$ cat src/source/armIsaPkg.sv
package armIsaPkg;

  // Bit positions inside a 32-bit ARM instruction word
  localparam int COND_MSB   = 31; // Condition field 31:28
  localparam int CLASS_MSB  = 27; // Class field 27:26
  localparam int IMM_BIT    = 25; // I bit, immediate operand form
  localparam int OPCODE_MSB = 24; // DP opcode 24:21
  localparam int LINK_BIT   = 24; // Branch with link when set
  localparam int UBIT       = 23; // Offset added when set
  localparam int BBIT       = 22; // Byte access when set
  localparam int SBIT       = 20; // DP flag update
  localparam int LBIT       = 20; // Load when set, same bit as S
  localparam int RD_MSB     = 15; // Destination register 15:12
  localparam int RSR_BIT    = 4;  // Register-shifted register, also MUL/halfword space

  localparam logic [3:0] PC_REG = 4'd15;

  // Condition codes, encoding order of the cond field
  typedef enum logic [3:0] {
    EQ, NE, CS, CC,
    MI, PL, VS, VC,
    HI, LS, GE, LT,
    GT, LE, AL, NV   // NV never executes here
  } condT;

  // Data-processing opcodes, bits 24:21
  typedef enum logic [3:0] {
    AND, EOR, SUB, RSB,
    ADD, ADC, SBC, RSC,
    TST, TEQ, CMP, CMN,  // Compare group, no register write
    ORR, MOV, BIC, MVN
  } dpOpT;

  // Decoded class, NONE covers everything that is not implemented
  typedef enum logic [1:0] {
    DATAPROC,
    LOADSTORE,
    BRANCH,
    NONE
  } instrClassT;

endpackage
$ cat src/source/armCtrlPkg.sv
package armCtrlPkg;

  localparam int BYTE_LANES = 4;

  // flagWrite bit assignment
  localparam int FW_NZ = 1;
  localparam int FW_CV = 0;

  // Status flags, same order as CPSR[31:28]
  typedef struct packed {
    logic n;
    logic z;
    logic c;
    logic v;
  } flagsT;

  typedef logic [BYTE_LANES-1:0] byteMaskT; // One bit per byte lane

  // Decoded controls carried from decode into execute
  typedef struct packed {
    armIsaPkg::dpOpT aluControl;
    logic            aluSrc;     // Immediate/offset as ALU operand B
    logic [1:0]      flagWrite;  // {NZ, CV}
    logic            branch;
    logic            memWrite;
    logic            regWrite;
    logic            memtoReg;
    logic            pcSrc;      // Result goes to the PC
    logic            byteAccess;
    logic            loadByte;
    armIsaPkg::condT cond;
  } ctrlWordT;

  // Nothing enabled, used for flush and undecoded encodings
  localparam ctrlWordT BUBBLE_CTRL = '{
    aluControl: armIsaPkg::AND, aluSrc: 1'b0, flagWrite: 2'b00,
    branch: 1'b0, memWrite: 1'b0, regWrite: 1'b0, memtoReg: 1'b0,
    pcSrc: 1'b0, byteAccess: 1'b0, loadByte: 1'b0, cond: armIsaPkg::EQ
  };

endpackage

$ cat src/source/stageBus.sv
`timescale 1ns/1ps

// ==========================================================================
// Decode to execute
// ==========================================================================
interface execBus;
  armCtrlPkg::ctrlWordT  ctrl;       // Registered control word
  logic                  rdIsPc;     // Instruction writes R15
  armIsaPkg::instrClassT instrClass;

  modport producer (output ctrl, rdIsPc, instrClass);
  modport consumer (input ctrl, rdIsPc, instrClass);
endinterface

// ==========================================================================
// Execute to memory/writeback, flags come back the other way
// ==========================================================================
interface retireBus;
  // Memory-stage controls, already condition gated
  logic                 regWrite;
  logic                 memWrite;
  logic                 memtoReg;
  logic                 pcSrc;
  logic                 setFlags;
  armCtrlPkg::flagsT    flagsNext;  // Flags this instruction leaves behind
  armCtrlPkg::byteMaskT byteMask;
  logic                 loadByte;
  armCtrlPkg::flagsT    flagsFwd;   // Newest flags for the condition check

  modport producer (
    output regWrite, memWrite, memtoReg, pcSrc,
    output setFlags, flagsNext, byteMask, loadByte,
    input  flagsFwd
  );

  modport consumer (
    input  regWrite, memWrite, memtoReg, pcSrc,
    input  setFlags, flagsNext, byteMask, loadByte,
    output flagsFwd
  );
endinterface

$ cat src/source/armController.sv
`timescale 1ns/1ps

module armController (
  input  logic        clk,
  input  logic        rstN,
  // Decode
  input  logic [31:0] InstrD,
  output logic [1:0]  RegSrcD,
  output logic [1:0]  ImmSrcD,
  // Hazard control
  input  logic        StallE,
  input  logic        FlushE,
  // Execute, ALU side
  input  logic [3:0]  ALUFlagsE,
  input  logic [31:0] ALUResultE,
  output logic [3:0]  ALUControlE,
  output logic        ALUSrcE,
  output logic        BranchTakenE,
  // Memory
  output logic        MemWriteM,
  output logic        RegWriteM,
  output logic        MemtoRegM,
  output logic [3:0]  ByteMaskM,
  // Writeback
  output logic        RegWriteW,
  output logic        MemtoRegW,
  output logic        PCSrcW,
  output logic        LoadByteW,
  output logic [3:0]  FlagsW
);

  execBus   exBus ();  // Decode to execute
  retireBus rtBus ();  // Execute to memory/writeback

  decodeStage i_decode (
    .clk, .rstN, .InstrD, .StallE, .FlushE,
    .RegSrcD, .ImmSrcD,
    .ex (exBus.producer)
  );

  executeStage i_execute (
    .clk, .rstN, .StallE, .ALUFlagsE, .ALUResultE,
    .ALUControlE, .ALUSrcE, .BranchTakenE,
    .ex (exBus.consumer),
    .rt (rtBus.producer)
  );

  retireStage i_retire (
    .clk, .rstN, .StallE,
    .rt (rtBus.consumer),
    .MemWriteM, .RegWriteM, .MemtoRegM, .ByteMaskM,
    .RegWriteW, .MemtoRegW, .PCSrcW, .LoadByteW, .FlagsW
  );

endmodule

$ cat src/source/retireStage.sv
`timescale 1ns/1ps

module retireStage (
  input  logic       clk,
  input  logic       rstN,
  input  logic       StallE,
  retireBus.consumer rt,
  output logic       MemWriteM,
  output logic       RegWriteM,
  output logic       MemtoRegM,
  output logic [3:0] ByteMaskM,
  output logic       RegWriteW,
  output logic       MemtoRegW,
  output logic       PCSrcW,
  output logic       LoadByteW,
  output logic [3:0] FlagsW
);

  logic              setFlagsW;
  armCtrlPkg::flagsT flagsNextW;
  armCtrlPkg::flagsT flagsQ;     // NZCV status register

  // Memory stage, straight from the execute register
  assign MemWriteM = rt.memWrite;
  assign RegWriteM = rt.regWrite;
  assign MemtoRegM = rt.memtoReg;
  assign ByteMaskM = rt.byteMask;

  // ==========================================================================
  // Memory to writeback register
  // ==========================================================================
  always_ff @(posedge clk or negedge rstN) begin
    if (!rstN) begin
      RegWriteW <= 1'b0;
      MemtoRegW <= 1'b0;
      PCSrcW    <= 1'b0;
      LoadByteW <= 1'b0;
      setFlagsW <= 1'b0;
    end else if (!StallE) begin
      RegWriteW <= rt.regWrite;
      MemtoRegW <= rt.memtoReg;
      PCSrcW    <= rt.pcSrc;
      LoadByteW <= rt.loadByte;
      setFlagsW <= rt.setFlags;
    end
  end

  always_ff @(posedge clk) begin
    if (!StallE)
      flagsNextW <= rt.flagsNext;
  end

  // Status flags, updated as writeback completes
  always_ff @(posedge clk or negedge rstN) begin
    if (!rstN)
      flagsQ <= '0;
    else if (!StallE && setFlagsW)
      flagsQ <= flagsNextW;
  end

  assign FlagsW = flagsQ;

  // Newest flags win: memory, then writeback, then the register
  assign rt.flagsFwd = rt.setFlags ? rt.flagsNext :
                       setFlagsW   ? flagsNextW   : flagsQ;

endmodule

$ cat src/source/executeStage.sv
`timescale 1ns/1ps

module executeStage (
  input  logic        clk,
  input  logic        rstN,
  input  logic        StallE,
  input  logic [3:0]  ALUFlagsE,
  input  logic [31:0] ALUResultE,
  output logic [3:0]  ALUControlE,
  output logic        ALUSrcE,
  output logic        BranchTakenE,
  execBus.consumer    ex,
  retireBus.producer  rt
);

  armCtrlPkg::flagsT    flagsE;      // Forwarded flags used by the condition
  armCtrlPkg::flagsT    aluFlags;
  armCtrlPkg::flagsT    flagsNextE;
  armCtrlPkg::byteMaskT byteMaskE;
  logic                 condExE;
  logic                 regWriteE;
  logic                 memWriteE;
  logic                 pcSrcE;
  logic                 setFlagsE;

  assign ALUControlE = ex.ctrl.aluControl;
  assign ALUSrcE     = ex.ctrl.aluSrc;

  assign flagsE   = rt.flagsFwd;
  assign aluFlags = ALUFlagsE;

  // ==========================================================================
  // Condition check
  // ==========================================================================
  always_comb begin
    unique case (ex.ctrl.cond)
      armIsaPkg::EQ: condExE = flagsE.z;
      armIsaPkg::NE: condExE = ~flagsE.z;
      armIsaPkg::CS: condExE = flagsE.c;
      armIsaPkg::CC: condExE = ~flagsE.c;
      armIsaPkg::MI: condExE = flagsE.n;
      armIsaPkg::PL: condExE = ~flagsE.n;
      armIsaPkg::VS: condExE = flagsE.v;
      armIsaPkg::VC: condExE = ~flagsE.v;
      armIsaPkg::HI: condExE = flagsE.c & ~flagsE.z;   // Unsigned higher
      armIsaPkg::LS: condExE = ~flagsE.c | flagsE.z;
      armIsaPkg::GE: condExE = (flagsE.n == flagsE.v);  // Signed compares
      armIsaPkg::LT: condExE = (flagsE.n != flagsE.v);
      armIsaPkg::GT: condExE = ~flagsE.z & (flagsE.n == flagsE.v);
      armIsaPkg::LE: condExE = flagsE.z | (flagsE.n != flagsE.v);
      armIsaPkg::AL: condExE = 1'b1;
      default:       condExE = 1'b0;  // NV
    endcase
  end

  // Controls killed by a failed condition
  assign BranchTakenE = ex.ctrl.branch & condExE;
  // R15 writes leave the register file alone and go out through pcSrc
  assign regWriteE    = ex.ctrl.regWrite & ~ex.rdIsPc & condExE;
  assign memWriteE    = ex.ctrl.memWrite & condExE;
  assign pcSrcE       = ex.ctrl.pcSrc & condExE;
  assign setFlagsE    = (|ex.ctrl.flagWrite) & condExE;

  // Each flag pair chosen by its own write enable
  assign {flagsNextE.n, flagsNextE.z} = ex.ctrl.flagWrite[armCtrlPkg::FW_NZ] ?
                                        {aluFlags.n, aluFlags.z} : {flagsE.n, flagsE.z};
  assign {flagsNextE.c, flagsNextE.v} = ex.ctrl.flagWrite[armCtrlPkg::FW_CV] ?
                                        {aluFlags.c, aluFlags.v} : {flagsE.c, flagsE.v};

  // Byte lanes from the low address bits
  always_comb begin
    byteMaskE = '0;
    if (ex.instrClass == armIsaPkg::LOADSTORE) begin
      if (ex.ctrl.byteAccess)
        byteMaskE[ALUResultE[1:0]] = 1'b1;  // One-hot lane
      else
        byteMaskE = '1;                     // Full word
    end
  end

  // ==========================================================================
  // Execute to memory register
  // ==========================================================================
  always_ff @(posedge clk or negedge rstN) begin
    if (!rstN) begin
      rt.regWrite <= 1'b0;
      rt.memWrite <= 1'b0;
      rt.memtoReg <= 1'b0;
      rt.pcSrc    <= 1'b0;
      rt.setFlags <= 1'b0;
      rt.byteMask <= '0;
      rt.loadByte <= 1'b0;
    end else if (!StallE) begin
      rt.regWrite <= regWriteE;
      rt.memWrite <= memWriteE;
      rt.memtoReg <= ex.ctrl.memtoReg;
      rt.pcSrc    <= pcSrcE;
      rt.setFlags <= setFlagsE;
      rt.byteMask <= byteMaskE;
      rt.loadByte <= ex.ctrl.loadByte;
    end
  end

  // Flags carried into memory with the instruction
  always_ff @(posedge clk) begin
    if (!StallE)
      rt.flagsNext <= flagsNextE;
  end

endmodule

$ cat src/source/decodeStage.sv
`timescale 1ns/1ps

module decodeStage (
  input  logic        clk,
  input  logic        rstN,
  input  logic [31:0] InstrD,
  input  logic        StallE,
  input  logic        FlushE,
  output logic [1:0]  RegSrcD,
  output logic [1:0]  ImmSrcD,
  execBus.producer    ex
);

  armIsaPkg::instrClassT instrClassD;
  armIsaPkg::dpOpT       opD;
  armCtrlPkg::ctrlWordT  ctrlD;
  logic                  rdIsPcD;
  logic                  iBit;
  logic                  sBit;
  logic                  lBit;
  logic                  bBit;
  logic                  uBit;
  logic                  testOp;    // TST/TEQ/CMP/CMN
  logic                  arithOp;   // Opcode produces C and V
  logic                  dpUnused;  // Misc/MUL/RSR space inside class 00

  // ==========================================================================
  // Field extraction
  // ==========================================================================
  assign opD  = armIsaPkg::dpOpT'(InstrD[armIsaPkg::OPCODE_MSB -: 4]);
  assign iBit = InstrD[armIsaPkg::IMM_BIT];
  assign sBit = InstrD[armIsaPkg::SBIT];
  assign lBit = InstrD[armIsaPkg::LBIT];
  assign bBit = InstrD[armIsaPkg::BBIT];
  assign uBit = InstrD[armIsaPkg::UBIT];

  assign testOp  = (InstrD[armIsaPkg::OPCODE_MSB -: 2] == 2'b10);
  assign arithOp = opD inside {armIsaPkg::SUB, armIsaPkg::RSB, armIsaPkg::ADD,
                               armIsaPkg::ADC, armIsaPkg::SBC, armIsaPkg::RSC,
                               armIsaPkg::CMP, armIsaPkg::CMN};

  // Bit 4 with a register operand is RSR, multiply or halfword space.
  // Compare opcodes without S hold MSR/MRS, BX and CLZ
  assign dpUnused = (~iBit & InstrD[armIsaPkg::RSR_BIT]) | (testOp & ~sBit);

  always_comb begin
    unique case (InstrD[armIsaPkg::CLASS_MSB -: 2])
      2'b00:   instrClassD = dpUnused ? armIsaPkg::NONE : armIsaPkg::DATAPROC;
      2'b01:   instrClassD = (iBit & InstrD[armIsaPkg::RSR_BIT]) ? armIsaPkg::NONE
                                                                  : armIsaPkg::LOADSTORE;
      2'b10:   instrClassD = InstrD[armIsaPkg::LINK_BIT] ? armIsaPkg::NONE  // BL not kept
                                                          : armIsaPkg::BRANCH;
      default: instrClassD = armIsaPkg::NONE;  // SWI, coprocessor
    endcase
  end

  // ==========================================================================
  // Control word
  // ==========================================================================
  always_comb begin
    ctrlD      = armCtrlPkg::BUBBLE_CTRL;
    ctrlD.cond = armIsaPkg::condT'(InstrD[armIsaPkg::COND_MSB -: 4]);
    case (instrClassD)
      armIsaPkg::DATAPROC: begin
        ctrlD.aluControl = opD;
        ctrlD.aluSrc     = iBit;
        ctrlD.regWrite   = ~testOp;
        ctrlD.flagWrite[armCtrlPkg::FW_NZ] = sBit;
        ctrlD.flagWrite[armCtrlPkg::FW_CV] = sBit & arithOp;  // Logical ops keep C, V
      end
      armIsaPkg::LOADSTORE: begin
        ctrlD.aluControl = uBit ? armIsaPkg::ADD : armIsaPkg::SUB;
        ctrlD.aluSrc     = ~iBit;  // I clear means 12-bit immediate offset
        ctrlD.regWrite   = lBit;
        ctrlD.memtoReg   = lBit;
        ctrlD.memWrite   = ~lBit;
        ctrlD.byteAccess = bBit;
        ctrlD.loadByte   = lBit & bBit;
      end
      armIsaPkg::BRANCH: begin
        ctrlD.aluControl = armIsaPkg::ADD;  // PC + offset
        ctrlD.aluSrc     = 1'b1;
        ctrlD.branch     = 1'b1;
        ctrlD.pcSrc      = 1'b1;
      end
      default: ;  // Stays a bubble, condition field is harmless
    endcase
    // Any register write aimed at R15 redirects the PC
    rdIsPcD     = ctrlD.regWrite & (InstrD[armIsaPkg::RD_MSB -: 4] == armIsaPkg::PC_REG);
    ctrlD.pcSrc = ctrlD.pcSrc | rdIsPcD;
  end

  // Datapath selects, valid in the decode cycle
  assign RegSrcD[1] = (instrClassD == armIsaPkg::LOADSTORE) & ~lBit;  // Store reads Rd
  assign RegSrcD[0] = (instrClassD == armIsaPkg::BRANCH);             // Branch reads PC

  always_comb begin
    case (instrClassD)
      armIsaPkg::LOADSTORE: ImmSrcD = 2'b01;  // 12-bit offset
      armIsaPkg::BRANCH:    ImmSrcD = 2'b10;  // 24-bit word offset
      default:              ImmSrcD = 2'b00;  // Rotated 8-bit immediate
    endcase
  end

  // ==========================================================================
  // Decode to execute register
  // ==========================================================================
  always_ff @(posedge clk or negedge rstN) begin
    if (!rstN) begin
      ex.ctrl       <= armCtrlPkg::BUBBLE_CTRL;
      ex.rdIsPc     <= 1'b0;
      ex.instrClass <= armIsaPkg::NONE;
    end else if (!StallE) begin
      if (FlushE) begin  // Insert a bubble
        ex.ctrl       <= armCtrlPkg::BUBBLE_CTRL;
        ex.rdIsPc     <= 1'b0;
        ex.instrClass <= armIsaPkg::NONE;
      end else begin
        ex.ctrl       <= ctrlD;
        ex.rdIsPc     <= rdIsPcD;
        ex.instrClass <= instrClassD;
      end
    end
  end

endmodule

$ cat config.mk
export PLATFORM = sky130hd
export DESIGN_NAME = armController
export DESIGN_NICKNAME = d
export VERILOG_FILES = /design/src/source/armIsaPkg.sv /design/src/source/armCtrlPkg.sv /design/src/source/stageBus.sv /design/src/source/armController.sv /design/src/source/retireStage.sv /design/src/source/executeStage.sv /design/src/source/decodeStage.sv
export SDC_FILE = /design/constraint.sdc
export NUM_CORES = 1
export LEC_CHECK = 0
export ABC_AREA = 1
export BUFFER_PORTS_ARGS = -buffer_cell sky130_fd_sc_hd__buf_2
export CORE_MARGIN = 2
export CORE_UTILIZATION = 50
export CTS_CLUSTER_DIAMETER = 120
export CTS_CLUSTER_SIZE = 14
export DETAILED_ROUTE_END_ITERATION = 16
export MAX_ROUTING_LAYER = met4
export PLACE_DENSITY = 0.79
export SLEW_MARGIN = 0
export SYNTH_ARGS = -nofsm -noshare
export SYNTH_HDL_FRONTEND = slang
export SYNTH_SLANG_ARGS = --single-unit
export TNS_END_PERCENT = 5
$ cat constraint.sdc
create_clock -name clk -period 4.1 [get_ports clk]
set_input_delay 0.82 -clock clk [delete_from_list [all_inputs] [get_ports clk]]
set_output_delay 0.82 -clock clk [all_outputs]
set_load 0.1 [all_outputs]
==> results.tsv, run 1 <==
metric	value	unit
outcome	complete, no violations	
num_vias	1990	
grt_pass1_vias	1702	
cts_tree	yes	
grt-ovfl-total	0	
max_cap_viol_count	0	
gp_congestion	0.8986	
finalMaxSlewViolations	0	
cts_sinks	48	
wl_met3	272	um
cts.path.max_buffers	2	
max_freq	0.3262	GHz
rows	25	
crit_type	flip-flop to output port	
ys_warn_count	0	
synth_ff_type	dfrtp_1	
finalSetupTns	0	ns
synth_area_leaders	dfrtp_1, nand2_1, edfxtp_1	
cts_setup_buffers	0	
synth_nets	366	
diodes	0	
totalWireLength	4718	um
viasPerCell	5.025	
yosysTopAreaCell	dfrtp_1	
cts_buffers	5	
min_path_cells	0	
cp_data_arrival_time	2.25	ns
grt_max_degree	41	
dp_hpwl	3460	um
tightest_slew	0.8812	ns
antenna_found_initial	0	
drt_iter0_drc	125	
synth_cell_types	29	
drc_errors	0	
rsz0062_at_grt	false	
worstRegToRegCells	10	
clk_latency	0.29	ns
p_leak	1.441	nW
slew_headroom	0.4126	
fillCellCount	420	
grt_pass1_wl	7879	um
ys_async_sr_fraction	0.8333	
synth_edf_count	8	
fp.dieH	73.10	um
ys_seq_elements	48	
crit_path_end_kind	output port	
io_pins	97	
wl_met2	2288	um
final-seq-area	1244	um^2
fin_nets	413	
hp-class	flip-flop to flip-flop	
fin_area	2711	um^2
yosysTopAreaCellShare	0.3983	
synth_area_per_cell	8.120	um^2
synth_commonest_cells	nand2_1, dfrtp_1, inv_1	
slowest_stage	buf_2	
hold_viol	0	
fin_ws	1.034	ns
netlist_area	2387	um^2
clk_pin_slew	0.08	ns
min_period	3.066	ns
ant_nets	0	
synthCells	294	
required	3.28	ns
setup_viol	0	
ys_seq_area_frac	0.5210	
die_x	73.10	um
clock_skew	0.002812	ns
cts_resized	0	
placed_cell_area	2630	um^2
yosys.cell_count.top_type	nand2_1	
hold_buffers	0	
post-route-period-util	0.7478	
portBuffers	51	
peakVddDrop	0.0002885	V
post_drt_wl_per_cell	11.91	um
synthToLayoutAreaGrowth	13.57	%
die-area	5344	um^2
crit_path_cell_trace	inv_2, or2_1, nand2_1, nand2_1, nand3_1, nand3_1, nand2_1, inv_2, a21oi_1, buf_2	
start_util	0.5122	
ctsHtreeMaxLevel	2	
dp_slack	1.118	ns
coreArea	4661	um^2
firstDrtPassIters	5	
crit_path_max_fanout	12	
powerDensity	500.7	nW/um^2
multi_input_area	924.6	um^2
crit_path_max_incr_delay	0.45	ns
clockRootBuffer	clkbuf_8	
routedLengthMet1	2109	um
whs	0.4640	ns
critical_path.startpoint_type	flip-flop	
crit_top_cell	nand2_1	
track_usage	0.1987	
power	1.358	mW
routed.top_layer	met4	
drive_gt1_frac	0.2222	
## cells in the final DEF (no fill, tap or decap), drive strengths merged
cell / count
o22ai: 6
a21oi: 11
clkinv: 1
nand2: 101
clkbuf: 7
buf: 51
a31oi: 1
nand3b: 2
o31ai: 1
nor3: 5
inv: 37
nor2: 15
o21ai: 27
dfrtp: 38
o211ai: 1
dfstp: 2
nand4: 1
nand3: 20
mux2: 3
edfxtp: 8
or2: 4
## flip-flops by register name (all words and copies together), names as in the netlist, 2 cells and up
register,cells
i_decode.ex.ctrl,18
i_decode.ex.instrClass,2
i_execute.rt.byteMask,4
i_execute.rt.flagsNext,4
i_retire.FlagsW,4
i_retire.flagsNextW,4
## critical path: cells and delay by family, from the launching register on
family	cells	cell delay (ns)
flip-flops	1	0.43
buffers and inverters	3	0.62
AO/OA/AOI/OAI	1	0.14
AND/OR/NAND/NOR	6	0.74
## final timing paths
path,startpoint,end,slack (ns)
worst max-delay path,i_execute.rt.setFlags,BranchTakenE,1.03
worst min-delay path,i_execute.rt.flagsNext[1],i_retire.flagsNextW[1],0.46
worst max register to register,i_execute.rt.setFlags,i_execute.rt.memWrite,2.36
worst min register to register,i_execute.rt.flagsNext[1],i_retire.flagsNextW[1],0.46
max in group asynchronous,rstN,i_retire.FlagsW[2],2.91
min in group asynchronous,rstN,i_retire.FlagsW[0],0.63
## through the flow
step | std cells | util
2_1_floorplan | 294 | -
3_3_place_gp | 388 | 0.5643
3_5_place_dp | 388 | 0.5643
4_1_cts | 396 | 0.5817
5_1_grt | 396 | 0.5817
6_report | 396 | 0.5817
## report_power, final
part	internal (mW)	total (mW)	leakage, nW	switching, mW
registers	0.552	0.587	0.615	0.0357
logic	0.106	0.506	0.783	0.400
clock network	0.120	0.264	0.0422	0.144
## per-layer routing
layer,GRT usage,vias up
met1,0.2722,896
li1,-,1032
met2,0.3013,57
met5,-,-
met4,0.04938,0
met3,0.04558,5
## cells by family (layout without fill, tap and decap cells)
kind of cell	after synthesis	in the layout	synth area share
DFF	48	48	0.5210
AOI/OAI and AO/OA	47	47	0.1074
and+or+nand+nor	148	148	0.2647
buffers and inverters	48	96	0.09277
muxes	3	3	0.01415
## layout make-up
class / count / share of cell area
inverters: 37 / 0.05122
multi-input cells: 198 / 0.3410
clock buffers: 7 / 0.02815
flip-flops and latches: 48 / 0.4587
repair buffers: 51 / 0.09414
clock inverters: 1 / 0.001846
well taps: 54 / 0.02492
Power figures use the tool's default switching activity.
==> run 2, diff against run 1 <==
Settings changed: CORE_UTILIZATION 50 to 48, PLACE_DENSITY 0.79 to 0.77.
Clock period 4.1 ns to 3.1 ns, I/O delays scaled along.
==> results.tsv, run 2 (synthesis gave the netlist of run 1 again) <==
metric	value	unit	change
drive_gt1_frac	0.2326		+0.01034
fin_ws	0.2627	ns	-0.7713 ns
cts_sinks	48		unchanged
clk_pin_slew	0.09	ns	about the same
critical_path.startpoint_type	flip-flop		
outcome	complete, no violations		
fin_cells	411		+3.8%
gp_congestion	0.7954		-11%
setup_viol	0		unchanged
synthToLayoutAreaGrowth	16.77	%	
coreArea	4755	um^2	+2.0%
p_leak	1.466	nW	+1.7%
slew_headroom	0.4118		-0.0008030
max_cap_viol_count	0		unchanged
cts.path.max_buffers	2		unchanged
drt_iter0_drc	161		+29%
reg2reg_slack	1.31	ns	-1.05 ns
r2r_end	i_execute.rt.setFlags		
dp_hpwl	3574	um	+3.3%
die-area	5554	um^2	+3.9%
num_vias	2032		+2.1%
fin_nets	416		+0.73%
finalMaxSlewViolations	0		unchanged
drc_errors	0		unchanged
cts_setup_buffers	0		unchanged
antenna_found_initial	0		unchanged
dp_slack	0.4962	ns	-0.6217 ns
clock_skew	0.01126	ns	+0.008444 ns
start_util	0.5021		-0.01011
ctsHtreeMaxLevel	2		unchanged
ant_nets	0		unchanged
rows	25		unchanged
rsz0062_at_grt	false		
final_cell_mix	nand2_1, buf_2, dfrtp_1		
endpoint	BranchTakenE		
min_period	2.837	ns	
critPathLaunch	i_retire.setFlagsW		
viasPerCell	4.944		-1.6%
grt_pass1_vias	1890		+11%
peakVddDrop	0.0003129	V	+8.4%
clk_latency	0.30	ns	about the same
post_drt_wl_per_cell	12.09	um	+1.5%
cts_resized	0		unchanged
crit_path_max_fanout	8		-4
io_pins	97		unchanged
worstRegToRegCells	11		+1
portBuffers	51		unchanged
largest_reg_flops	18		unchanged
required	2.48	ns	-0.80 ns
hold_buffers	0		unchanged
max_freq	0.3524	GHz	
cts_tree	yes		
cts_buffers	5		unchanged
firstDrtPassIters	4		-1
crit_type	flip-flop to output port		
diodes	0		unchanged
fin_area	2788	um^2	+2.8%
powerDensity	680.8	nW/um^2	+36%
cp_data_arrival_time	2.22	ns	-0.03 ns
die_x	74.53	um	+1.9%
tightest_slew	0.8824	ns	+0.001204 ns
clockRootBuffer	clkbuf_8		
crit_path_end_kind	output port		
grt-ovfl-total	0		unchanged
totalWireLength	4970	um	+5.3%
whs	0.4456	ns	-0.01839 ns
placed_cell_area	2685	um^2	+2.1%
fin_util	0.5863		+0.004571
post-route-period-util	0.9153		
regToRegStartpoint	i_retire.setFlagsW		
finalSetupTns	0	ns	unchanged
layout_commonest_cell	nand2_1		
largest_register	i_decode.ex.ctrl		
fp.dieH	74.53	um	+1.9%
track_usage	0.2041		+0.005380
hold_viol	0		unchanged
grt_max_degree	41		unchanged
grt_pass1_wl	8521	um	+8.1%
dp_cells	404		+4.1%
power	1.898	mW	+40%
hp-class	input port to async pin		
==> run 2: worst max-delay path, cell delays in order (launching register included) <==
cell     delay, ns
dfrtp_1       0.48
inv_1         0.17
nand2_1       0.07
nand3_1       0.09
nand2_1       0.09
nand2_1       0.11
nand3_1       0.11
nand2_1       0.08
nand2_1       0.06
nand2_1       0.07
inv_2         0.05
a21oi_4       0.10
buf_2         0.43
==> run 2: power breakdown <==
group	internal [mW]	total (mW)	switching [mW]
clock	0.237	0.438	0.201
sequential	0.730	0.781	0.0514
combinational	0.144	0.679	0.535
==> run 2: metal layers <==
metal	part of all wire	track usage
met5	0	-
met4	0.0078	0.05159
met3	0.059	0.04472
met2	0.45	0.3117
met1	0.48	0.2784
==> run 2: cell type report <==
class	count	area (um^2)
Sequential cell	48	1244
Fill cell	450	1967
Clock buffer	6	72.57
Tap cell	67	83.83
Multi-Input combinational cell	198	940.9
Inverter	37	138.9
Clock inverter	1	30.03
Timing Repair Buffer	54	277.8
==> run 2: worst min-delay path by stage <==
stage,end,slack [ns],cells past startpoint
after floorplan,i_decode.ex.ctrl[0],0.32,0
after global placement,i_retire.flagsNextW[1],0.45,0
after detailed placement,i_retire.flagsNextW[2],0.46,0
after CTS,i_retire.setFlagsW,0.47,1
after global routing,i_retire.LoadByteW,0.50,2
final,i_decode.ex.ctrl[14],0.45,1
==> run 3, diff against run 2 <==
Settings changed: ABC_AREA 1 to unset.
==> results.tsv, run 3 <==
metric	value	unit	change
outcome	complete, no violations		
ys_seq_elements	48		unchanged
ctsHtreeMaxLevel	2		unchanged
clk_pin_slew	0.09	ns	about the same
synth_cell_types	46		+59%
grt_pass1_vias	1721		-8.9%
io_pins	97		unchanged
post-route-period-util	0.9517		+0.03646
ys_seq_area_frac	0.5199		-0.001090
largest_register	i_decode.ex.ctrl		
grt_pass1_wl	7831	um	-8.1%
synthXorXnorAreaFrac	0.01464		+0.01464
met1_usage	0.2386		-0.03976
ys_async_sr_fraction	0.8333		unchanged
slew_headroom	0.4124		+0.0006200
dp_hpwl	3432	um	-4.0%
cts_tree	yes		
p_leak	1.342	nW	-8.4%
rsz0062_at_grt	false		
drt_iter0_drc	98		-39%
gp_congestion	0.8530		+7.2%
synth-compound-area-share	0.1642		+0.05678
clk_latency	0.30	ns	about the same
clock_skew	0.006158	ns	-0.005098 ns
die_x	74.60	um	about the same
peakVddDrop	0.0003287	V	+5.1%
min_period	2.950	ns	+0.1130 ns
synth-simple-area-share	0.1428		-0.1219
largest_reg_flops	18		unchanged
portBuffers	51		unchanged
hold_buffers	0		unchanged
fin_ws	0.1497	ns	-0.1130 ns
synthToLayoutAreaGrowth	19.98	%	
crit_path_end_kind	output port		
viasPerCell	5.423		+9.7%
muxShareOfSynthArea	0.1224		+0.1082
required	2.48	ns	about the same
drive_gt1_frac	0.3684		+0.1359
synth_area_per_cell	11.39	um^2	+40%
critical_path.startpoint_type	flip-flop		
cts.path.max_buffers	2		unchanged
totalWireLength	4804	um	-3.3%
synth_ff_type	dfrtp_1		
global_route.usage.met3	0.04472		unchanged
post_drt_wl_per_cell	14.43	um	+19%
synth_area_leaders	dfrtp_1, edfxtp_1, mux2_2		
finalSetupTns	0	ns	unchanged
synth_nets	282		-23%
hp-class	input port to async pin		
grt_max_degree	41		unchanged
num_vias	1806		-11%
cp_data_arrival_time	2.33	ns	+0.11 ns
drc_errors	0		unchanged
yosysTopAreaCell	dfrtp_1		
clockRootBuffer	clkbuf_8		
final_cell_mix	buf_2, dfrtp_1, nand2_1		
rows	25		unchanged
setup_viol	0		unchanged
dp_slack	0.1736	ns	-0.3225 ns
layout_commonest_cell	buf_2		
antenna_found_initial	0		unchanged
fin_nets	337		-19%
use_met2	0.3166		+0.004916
start_util	0.5032		+0.001052
synth_edf_count	8		unchanged
die-area	5564	um^2	+0.19%
track_usage	0.1915		-0.01258
fp.dieH	74.60	um	about the same
synth_top_family_by_area	compound AO/OA/AOI/OAI gates		
synthAdderAreaFrac	0		unchanged
yosys.cell_count.top_type	dfrtp_1		
finalMaxSlewViolations	0		unchanged
synthCells	210		-29%
max_cap_viol_count	0		unchanged
ys_warn_count	0		unchanged
crit_path_max_fanout	6		-2
coreArea	4755	um^2	unchanged
powerDensity	691.9	nW/um^2	+1.6%
crit_type	flip-flop to output port		
yosysTopAreaCellShare	0.3975		-0.0008333
max_freq	0.3389	GHz	-3.8%
tightest_slew	0.8734	ns	-0.008984 ns
hold_viol	0		unchanged
cts_sinks	48		unchanged
grt_busiest_layer	met2		
cts_buffers	5		unchanged
diodes	0		unchanged
grt-ovfl-total	0		unchanged
synth_commonest_cells	dfrtp_1, nand2_1, o21ai_0		
netlist_area	2392	um^2	+0.21%
worstRegToRegCells	8		-3
firstDrtPassIters	6		+2
ant_nets	0		unchanged
## run 3: changes by cell type in the layout (fill, tap and decap cells not counted), sizes merged, moves of 5 or more
cell	change
a21oi	-9
a22o	+9
buf	+6
inv	-30
mux2	+13
mux2i	+8
nand2	-77
nand2b	+8
nand3	-18
nor2	-9
nor2b	+6
o21ai	-8
o22ai	-5
## run 3: logic make-up after synthesis
family	Yosys count
simple gates	64
flops	48
compound gates	52
mux	24
xor+xnor	4
buf+inv	18
## run 3: worst max-delay path, cell delays in order, from the launching register on
cell      delay [ns]
dfrtp_2         0.44
mux2_2          0.37
mux2i_4         0.20
mux2i_1         0.24
o21ai_1         0.11
nor4b_2         0.36
a21boi_2        0.13
buf_12          0.18
## run 3: routing by layer
metal,up-vias,part of all wire
met2,64,0.48
met1,859,0.45
met4,0,0.0079
li1,877,-
met3,6,0.061
met5,-,0
## run 3: worst paths after layout
path / from / end / slack (ns)
max in group asynchronous: rstN / i_execute.rt.setFlags / 2.08
worst min register to register: i_decode.ex.ctrl[10] / i_decode.ex.ctrl[10] / 0.48
worst min-delay path: rstN / i_retire.FlagsW[0] / 0.42
worst max register to register: i_retire.setFlagsW / i_execute.rt.regWrite / 0.90
min in group clk: i_decode.ex.ctrl[10] / i_decode.ex.ctrl[10] / 0.48
worst max-delay path: i_retire.setFlagsW / BranchTakenE / 0.15
## run 3: timing repair
action                     CTS  global route
buffers inserted             0             6
gates resized for setup      4             4
setup endpoints to repair    1             1
pin swaps                    0             3
cloned                       0             0
## run 3: per-stage QoR
stage	cells	hold slack [ns]	cell area, um^2	util	total power, mW
detailed placement	319	0.4402	2711	0.5703	1.542
global placement	319	0.4342	2711	0.5703	1.529
floorplan	210	0.3244	2399	-	1.392
finish	333	0.4241	2870	0.6037	1.986
CTS	327	0.4669	2813	0.5916	1.917
global route	333	0.5042	2870	0.6037	2.085
## run 3: power by group
| part | internal (mW) | total (mW) | switching (mW) |
|---|---|---|---|
| Clock | 0.159 | 0.366 | 0.207 |
| Combinational | 0.277 | 0.824 | 0.547 |
| Sequential | 0.731 | 0.796 | 0.0647 |
## run 3: final cells by class
cell class | instances | area, um^2
Timing Repair Buffer | 60 | 337.8
Clock buffer | 6 | 72.57
Clock inverter | 2 | 11.26
Multi-Input combinational cell | 144 | 1096
Sequential cell | 48 | 1246
Inverter | 6 | 22.52
Fill cell | 427 | 1884
Tap cell | 67 | 83.83
